===== config.mk =====
export PLATFORM = sky130hd
export DESIGN_NAME = keyboard_synth
export DESIGN_NICKNAME = d
export VERILOG_FILES = /design/src/hdl/keyboard_pkg.sv /design/src/hdl/button_pulse.sv /design/src/hdl/keyboard_synth.sv /design/src/hdl/note_entry.sv /design/src/hdl/note_player.sv /design/src/hdl/tick_timebase.sv /design/src/hdl/tone_generator.sv
export SDC_FILE = /design/constraint.sdc
export NUM_CORES = 1
export LEC_CHECK = 0
export BUFFER_PORTS_ARGS = -buffer_cell sky130_fd_sc_hd__buf_4
export CAP_MARGIN = 25
export CORE_MARGIN = 2
export CORE_UTILIZATION = 45
export DETAILED_ROUTE_END_ITERATION = 10
export HOLD_SLACK_MARGIN = 0.02
export PLACE_DENSITY_LB_ADDON = 0.25
export RECOVER_POWER = 100
export SYNTH_ARGS = -nofsm -noshare
export SYNTH_HDL_FRONTEND = slang
export SYNTH_SLANG_ARGS = --single-unit

===== constraint.sdc =====
create_clock -name clk -period 9 [get_ports clk]
set_input_delay 1.8 -clock clk [delete_from_list [all_inputs] [get_ports clk]]
set_output_delay 1.8 -clock clk [all_outputs]
set_load 0.02 [all_outputs]

===== src/hdl/keyboard_pkg.sv =====
package keyboard_pkg;

    // seven keys per row, one per note or length
    localparam int KEY_COUNT = 7;

    typedef logic [KEY_COUNT-1:0] key_t;   // one-hot key row
    typedef logic [2:0]           octave_t;
    typedef logic [2:0]           note_t;  // C D E F G A B
    typedef logic [2:0]           length_t;
    typedef logic [15:0]          sys_clock_t;
    typedef logic [15:0]          half_period_t;

    // button must hold its level this long
    localparam int DEBOUNCE_CYCLES = 8;
    localparam int DEBOUNCE_CNT_W  = $clog2(DEBOUNCE_CYCLES);

    // clk cycles per system tick
    localparam int TICK_DIV   = 20;
    localparam int TICK_CNT_W = $clog2(TICK_DIV);

    // octave 0 half periods in clk cycles
    localparam half_period_t NOTE_HALF_PERIOD [0:KEY_COUNT-1] = '{
        16'd1911,
        16'd1703,
        16'd1517,
        16'd1432,
        16'd1276,
        16'd1136,
        16'd1012
    };

    // note durations in ticks, doubling per length key
    localparam sys_clock_t LENGTH_TICKS [0:KEY_COUNT-1] = '{
        16'd1,
        16'd2,
        16'd4,
        16'd8,
        16'd16,
        16'd32,
        16'd64
    };

endpackage


===== src/hdl/button_pulse.sv =====
`timescale 1ns/10ps

module button_pulse (
    input  logic clk,
    input  logic reset,
    input  logic button,
    output logic press
);

    logic                                  sync_q1;
    logic                                  sync_q2;
    logic                                  level;    // debounced level
    logic [keyboard_pkg::DEBOUNCE_CNT_W-1:0] stable_cnt;

    // bring the raw button into the clk domain
    always_ff @(posedge clk) begin
        if (reset) begin
            sync_q1 <= 1'b0;
            sync_q2 <= 1'b0;
        end else begin
            sync_q1 <= button;
            sync_q2 <= sync_q1;
        end
    end

    always_ff @(posedge clk) begin
        if (reset) begin
            stable_cnt <= '0;
            level      <= 1'b0;
            press      <= 1'b0;
        end else begin
            press <= 1'b0;
            if (sync_q2 != level) begin
                if (stable_cnt == keyboard_pkg::DEBOUNCE_CNT_W'(keyboard_pkg::DEBOUNCE_CYCLES - 1))
                begin
                    level      <= sync_q2;
                    press      <= sync_q2;   // rising edge only
                    stable_cnt <= '0;
                end else begin
                    stable_cnt <= stable_cnt + 1'b1;
                end
            end else begin
                stable_cnt <= '0;            // glitch, start over
            end
        end
    end

endmodule


===== src/hdl/keyboard_synth.sv =====
`timescale 1ns/10ps

module keyboard_synth (
    input  logic                    clk,
    input  logic                    reset,
    input  logic                    play_en,
    input  keyboard_pkg::octave_t    octave_in,
    input  logic                    oct_up,
    input  logic                    oct_down,
    input  keyboard_pkg::key_t       note_key,
    input  keyboard_pkg::key_t       length_key,
    output keyboard_pkg::octave_t    octave,
    output keyboard_pkg::note_t      note,
    output keyboard_pkg::length_t    length,
    output keyboard_pkg::sys_clock_t start_clock,
    output logic                    playing,
    output logic                    note_done,
    output logic                    tone
);

    logic                     press_up;
    logic                     press_down;
    logic                     stamp_valid;
    keyboard_pkg::sys_clock_t system_clock;

    button_pulse u_pulse_up (
        .clk    (clk),
        .reset  (reset),
        .button (oct_up),
        .press  (press_up)
    );

    button_pulse u_pulse_down (
        .clk    (clk),
        .reset  (reset),
        .button (oct_down),
        .press  (press_down)
    );

    note_entry u_note_entry (
        .clk          (clk),
        .reset        (reset),
        .play_en      (play_en),
        .press_up     (press_up),
        .press_down   (press_down),
        .octave_in    (octave_in),
        .note_key     (note_key),
        .length_key   (length_key),
        .system_clock (system_clock),
        .octave       (octave),
        .note         (note),
        .length       (length),
        .start_clock  (start_clock),
        .stamp_valid  (stamp_valid)
    );

    // tick itself is only needed inside the timebase
    tick_timebase u_timebase (
        .clk          (clk),
        .reset        (reset),
        .tick         (),
        .system_clock (system_clock)
    );

    note_player u_player (
        .clk          (clk),
        .reset        (reset),
        .stamp_valid  (stamp_valid),
        .system_clock (system_clock),
        .start_clock  (start_clock),
        .length       (length),
        .playing      (playing),
        .note_done    (note_done)
    );

    tone_generator u_tone (
        .clk     (clk),
        .reset   (reset),
        .playing (playing),
        .note    (note),
        .octave  (octave),
        .tone    (tone)
    );

endmodule


===== src/hdl/note_entry.sv =====
`timescale 1ns/10ps

module note_entry (
    input  logic                    clk,
    input  logic                    reset,
    input  logic                    play_en,
    input  logic                    press_up,
    input  logic                    press_down,
    input  keyboard_pkg::octave_t    octave_in,
    input  keyboard_pkg::key_t       note_key,
    input  keyboard_pkg::key_t       length_key,
    input  keyboard_pkg::sys_clock_t system_clock,
    output keyboard_pkg::octave_t    octave,
    output keyboard_pkg::note_t      note,
    output keyboard_pkg::length_t    length,
    output keyboard_pkg::sys_clock_t start_clock,
    output logic                    stamp_valid
);

    keyboard_pkg::note_t   note_q;
    keyboard_pkg::length_t length_q;
    logic                  pulse_ack;   // set after an accepted octave pulse
    logic                  one_up;
    logic                  one_down;

    // position of the set bit in a one-hot key row
    function automatic logic [2:0] key_index(input keyboard_pkg::key_t key);
        logic [2:0] idx;
        idx = '0;
        for (int i = 0; i < keyboard_pkg::KEY_COUNT; i++) begin
            if (key[i]) begin
                idx = 3'(i);
            end
        end
        return idx;
    endfunction

    // follow valid keys at once, otherwise hold the last choice
    assign note   = $onehot(note_key)   ? key_index(note_key)   : note_q;
    assign length = $onehot(length_key) ? key_index(length_key) : length_q;

    always_ff @(posedge clk) begin
        if (reset) begin
            note_q   <= '0;
            length_q <= '0;
        end else begin
            note_q   <= note;
            length_q <= length;
        end
    end

    assign one_up   = press_up & ~press_down;
    assign one_down = press_down & ~press_up;

    always_ff @(posedge clk) begin
        if (reset) begin
            octave    <= '0;
            pulse_ack <= 1'b0;
        end else if (!play_en) begin
            octave    <= octave_in;      // manual octave select
            pulse_ack <= 1'b0;
        end else if (pulse_ack) begin
            pulse_ack <= 1'b0;           // swallow a back to back pulse
        end else begin
            if (one_up) begin
                octave <= octave + 3'd1; // wraps 7 to 0
            end else if (one_down) begin
                octave <= octave - 3'd1;
            end
            pulse_ack <= one_up | one_down;
        end
    end

    // stamp the start time once per play session
    always_ff @(posedge clk) begin
        if (reset) begin
            start_clock <= '0;
            stamp_valid <= 1'b0;
        end else if (!play_en) begin
            start_clock <= '0;
            stamp_valid <= 1'b0;
        end else if (!stamp_valid) begin
            start_clock <= system_clock;
            stamp_valid <= 1'b1;
        end
    end

endmodule


===== src/hdl/note_player.sv =====
`timescale 1ns/10ps

module note_player (
    input  logic                    clk,
    input  logic                    reset,
    input  logic                    stamp_valid,
    input  keyboard_pkg::sys_clock_t system_clock,
    input  keyboard_pkg::sys_clock_t start_clock,
    input  keyboard_pkg::length_t    length,
    output logic                    playing,
    output logic                    note_done
);

    keyboard_pkg::sys_clock_t elapsed;
    keyboard_pkg::sys_clock_t duration;
    logic                     in_time;
    logic                     expired;   // note ran out this session

    // modulo 16 bit, so a wrap of the system clock is harmless
    assign elapsed  = system_clock - start_clock;
    assign duration = keyboard_pkg::LENGTH_TICKS[length];
    assign in_time  = stamp_valid && !expired && (elapsed < duration);

    // latch expiry so a later clock wrap cannot restart the note
    always_ff @(posedge clk) begin
        if (reset) begin
            expired <= 1'b0;
        end else if (!stamp_valid) begin
            expired <= 1'b0;
        end else if (playing && !in_time) begin
            expired <= 1'b1;
        end
    end

    always_ff @(posedge clk) begin
        if (reset) begin
            playing   <= 1'b0;
            note_done <= 1'b0;
        end else begin
            playing <= in_time;
            // only a timed out note counts as done
            note_done <= playing && stamp_valid && !in_time;
        end
    end

endmodule


===== src/hdl/tick_timebase.sv =====
`timescale 1ns/10ps

module tick_timebase (
    input  logic                    clk,
    input  logic                    reset,
    output logic                    tick,
    output keyboard_pkg::sys_clock_t system_clock
);

    logic [keyboard_pkg::TICK_CNT_W-1:0] div_cnt;

    // prescaler
    always_ff @(posedge clk) begin
        if (reset) begin
            div_cnt <= '0;
            tick    <= 1'b0;
        end else if (div_cnt == keyboard_pkg::TICK_CNT_W'(keyboard_pkg::TICK_DIV - 1)) begin
            div_cnt <= '0;
            tick    <= 1'b1;
        end else begin
            div_cnt <= div_cnt + 1'b1;
            tick    <= 1'b0;
        end
    end

    // free running system clock, wraps at 16 bits
    always_ff @(posedge clk) begin
        if (reset) begin
            system_clock <= '0;
        end else if (tick) begin
            system_clock <= system_clock + 16'd1;
        end
    end

endmodule


===== src/hdl/tone_generator.sv =====
`timescale 1ns/10ps

module tone_generator (
    input  logic                 clk,
    input  logic                 reset,
    input  logic                 playing,
    input  keyboard_pkg::note_t   note,
    input  keyboard_pkg::octave_t octave,
    output logic                 tone
);

    keyboard_pkg::half_period_t half_period;
    keyboard_pkg::half_period_t half_cnt;
    keyboard_pkg::note_t        note_q;
    keyboard_pkg::octave_t      octave_q;
    logic                       playing_q;
    logic                       pitch_change;

    // each octave up halves the period
    assign half_period  = keyboard_pkg::NOTE_HALF_PERIOD[note] >> octave;
    assign pitch_change = (note != note_q) || (octave != octave_q);

    always_ff @(posedge clk) begin
        if (reset) begin
            note_q    <= '0;
            octave_q  <= '0;
            playing_q <= 1'b0;
        end else begin
            note_q    <= note;
            octave_q  <= octave;
            playing_q <= playing;
        end
    end

    always_ff @(posedge clk) begin
        if (reset) begin
            half_cnt <= '0;
            tone     <= 1'b0;
        end else if (!playing) begin
            half_cnt <= '0;
            tone     <= 1'b0;
        end else if (!playing_q) begin
            // one cycle already gone since playing rose
            half_cnt <= half_period - 16'd2;
        end else if (pitch_change) begin
            half_cnt <= half_period - 16'd1;
        end else if (half_cnt == '0) begin
            tone     <= ~tone;
            half_cnt <= half_period - 16'd1;
        end else begin
            half_cnt <= half_cnt - 16'd1;
        end
    end

endmodule


==> results.md <==
* # DRC at 0
* Max Root-Sink Buffers at 2
* Int Power at approximately 840 µW
* Placer congestion estimate at 0.926
* Distinct cells, synth at between 90 and 100
* R2r setup slk at approximately 4600 ps
* Clock latency on the worst-skew pair at around 350 ps
* Switching share of total power at slightly above 40%
* DP HPWL at between 10000 and 15000 µm
* Die H at 127 µm
* Fin nets at 956
* Clock Sinks at just under 90
* Fillers at 1446
* Worst slew margin at -55.3%
* Die Span X at 127 µm
* Area contributors post-synth: dfxtp_1 (26%), ha_1 (10%), nor2_1 (5.2%)
* GRT Resource Usage Total at 21.1%
* Reg2reg end: u_tone.half_cnt[7]$_SDFF_PP0_
* Hold Vio Cnt, Final at 0
* Hold Path End: u_note_entry.pulse_ack$_SDFF_PP0_
* Hold path start: u_note_entry.pulse_ack$_SDFF_PP0_
* RSZ-0062 raised after global routing: no
* PwrDens at slightly below 200 nW/µm²
* Tmin final at around 7700 ps
* Initial core utilization at 46.3%
* Number of flops mapped to enable cells by yosys at 0
* Reg2reg start: u_note_entry.octave[0]$_SDFFE_PP0P_
* Worst Path Required at between 9000 and 10000 ps
* Combinational share of power at 43.6%
* Clock skew after layout at approximately 7.4 ps
* Synth area leader: dfxtp_1
* Cell area after synthesis at slightly below 7000 µm²
* Async set-reset flop share out of synthesis at 0%
* Worst Hold Class: flip-flop to flip-flop
* Clock transition at path regs at about 70 ps
* CTS Buf Count at 9
* IR drop worst, VDD at between 0.0001 and 0.00015 V
* Worst slew pin tran at roughly 2300 ps
* Final setup TNS at 0 ps
* Total vias in the final route at slightly above 6000
* Final Cycle Share at a little under nine tenths
* WP data arrival at roughly 8000 ps
* Die area at between 15000 and 20000 µm²
* ANT nets after route at 0
* Share of layout cells above drive strength 1 at 6.96%
* Total power at 1440 µW
* Worst-path fanout max at 9
* Setup Viol. Count Final at 0
* Iter 0 DRT Violations at between 600 and 700
* First-pass GRT wire length at ~28000 µm
* Syn Area/Cell at 8.07 µm²
* CTS tree: built
* Critical Path Source Type: input pin
* Register area share after synthesis at roughly 26%
* Clock power share at approximately 28%
* DR vias/cell at 5.83
* Switching Power at 597 µW
* Worst Setup End Kind: flip-flop
* Post-Layout Cell Count at approximately 1100
* Post-synth top cells: nor2_1 (94), dfxtp_1 (87), inv_1 (73)
* Synth Net Count at just over 900
* Area growth syn-to-layout at 9.89%
* Sequential share of power at approximately 29%
* # IOs at 50
* Most common cell in the netlist: nor2_1
* Overflow left after global routing at 0
* Initial antenna violation count at 0
* Hold_buf cts at 0
* H-tree Lvls at 3
* Gate Count Post-Synth at 840
* Run status: complete, but fails checks
* CTS Root Cell: clkbuf_16
* Final Max Slew Viols at between 50 and 60
* Failing checks: max-capacitance violations, max-slew violations
* Post-CTS Setup Bufs at 0
* Maximum number of pins on one net before global-route repair at 52
* Critical path type: input pin to flip-flop
* Synthesized flop and latch total at 87
* Drt pass-1 iters at 5
* Port Buffer Count at about 50
* WL final at between 15000 and 20000 µm
* Row count at 44
* Predominant post-synthesis flop cell: dfxtp_1
* Ys Warns at 0
* Max Clock Freq at roughly 130 MHz
* Hold Slack at around 420 ps
* Share of the synthesized area in the top cell type at 25.7%
* Cell count of the worst hold path at 1
* Static Leakage at about 0.0030 µW
* Max_cap viols at 1
* Worst reg-to-reg path cell count at 12
* N_diodes at 0
* Detailed-route wire length per cell at between 15 and 20 µm
* Vias in the first global route at 5666
* Post_cts resized at 0
* Placed Cells at 1044
* Core area at 14600 µm²
-- per-layer routing --
| layer | routed length (µm) | vias up | global-route usage (%) |
|---|---|---|---|
| met4 | 402 | 0 | 7.95 |
| met3 | 1020 | 42 | 4.01 |
| li1 | - | 3047 | - |
| met5 | 0 | - | 0 |
| met2 | 7150 | 219 | 32.0 |
| met1 | 7970 | 2877 | 29.9 |
-- power groups by stage --
stage | Combinational [µW] | Clock (µW) | Sequential [µW]
finish | 626 | 396 | 415
global route | 690 | 424 | 416
CTS | 627 | 406 | 414
detailed placement | 621 | 0 | 423
global placement | 627 | 0 | 425
floorplan | 478 | 0 | 417
-- registers in the layout, summed over array words and instances, names as in the netlist, 3 cells and up --
signal	flops
u_tone.octave_q	3
u_note_entry.octave	3
u_note_entry.start_clock	16
u_note_entry.length_q	3
u_pulse_down.stable_cnt	3
u_note_entry.note_q	3
u_pulse_up.stable_cnt	3
u_timebase.system_clock	16
u_tone.half_cnt	16
u_timebase.div_cnt	5
-- cells in the final DEF, fill, tap and decap left out, types with 5 or more instances in the layout --
cell type,count
xnor2_1,30
clkbuf_16,9
o2111ai_1,5
o211ai_1,6
o211a_1,6
xor2_1,23
buf_4,23
dfxtp_1,87
nand2b_1,14
o21a_1,7
nor3_1,32
a21oi_1,35
and3_1,6
nor2b_1,11
clkbuf_1,30
o21ai_0,28
a31oi_1,11
and2_0,6
nand4_1,9
fa_1,8
a211o_1,5
or3_1,6
nand2_1,56
nor2_1,95
nor3b_1,5
ha_1,55
a211oi_1,17
mux2i_1,28
nor4_1,11
inv_1,74
o31ai_1,7
o22ai_1,5
nand3_1,22
-- how the worst max path moves through the flow --
stage | from | endpoint | slack, ps | cells past startpoint
final | note_key[5] | u_tone.half_cnt[7]$_SDFF_PP0_ | 1300 | 23
after global routing | note_key[5] | u_tone.half_cnt[14]$_SDFF_PP0_ | 780 | 23
after CTS | note_key[5] | u_tone.half_cnt[7]$_SDFF_PP0_ | 1910 | 24
after detailed placement | note_key[5] | u_tone.half_cnt[7]$_SDFF_PP0_ | 1570 | 24
after global placement | note_key[5] | u_tone.half_cnt[7]$_SDFF_PP0_ | 1750 | 24
after floorplan | note_key[5] | u_tone.half_cnt[7]$_SDFF_PP0_ | 2110 | 23
-- cell families (layout without fill, tap and decap cells) --
group | Yosys count | in the layout | share of synthesized area [%]
mux | 34 | 34 | 5.39
xor+xnor | 54 | 54 | 7.09
flops | 87 | 87 | 25.7
compound gates | 193 | 193 | 20.6
fa+ha+maj | 63 | 63 | 12.5
simple gates | 299 | 299 | 22.2
buf+inv | 110 | 146 | 6.42
-- metrics by stage --
step	instance area [µm²]	setup slack, ps	util [%]
after global routing	7450	776	50.9
after detailed placement	7280	1570	49.7
final	7450	1300	50.9
after global placement	7260	1750	49.5
after CTS	7600	1910	51.9
after floorplan	6780	2110	-
-- final cells by class --
| class | count | area [µm²] | share of cell area, % |
|---|---|---|---|
| Tap cell | 184 | 230 | 3.09 |
| Clock buffer | 9 | 225 | 3.02 |
| Sequential cell | 87 | 1740 | 23.4 |
| Multi-Input combinational cell | 643 | 4570 | 61.3 |
| Inverter | 76 | 285 | 3.83 |
| Clock inverter | 7 | 87.6 | 1.18 |
| Timing Repair Buffer | 54 | 313 | 4.20 |
-- worst max-delay path, cell delays in order --
cell and delay, ps:
clkbuf_1 130, inv_1 100, ha_1 280, inv_1 50
fa_1 500, inv_1 40, ha_1 200, fa_1 470
nand2b_1 190, nor2_1 280, mux2i_1 690, inv_1 280
ha_1 360, o21ai_0 150, a311oi_1 180, o31ai_1 620
nand2_1 330, ha_1 310, inv_1 90, a31oi_1 80
nor4_2 270, mux2_1 360, o211a_1 200
No activity file was read; power rests on OpenSTA's default activity.
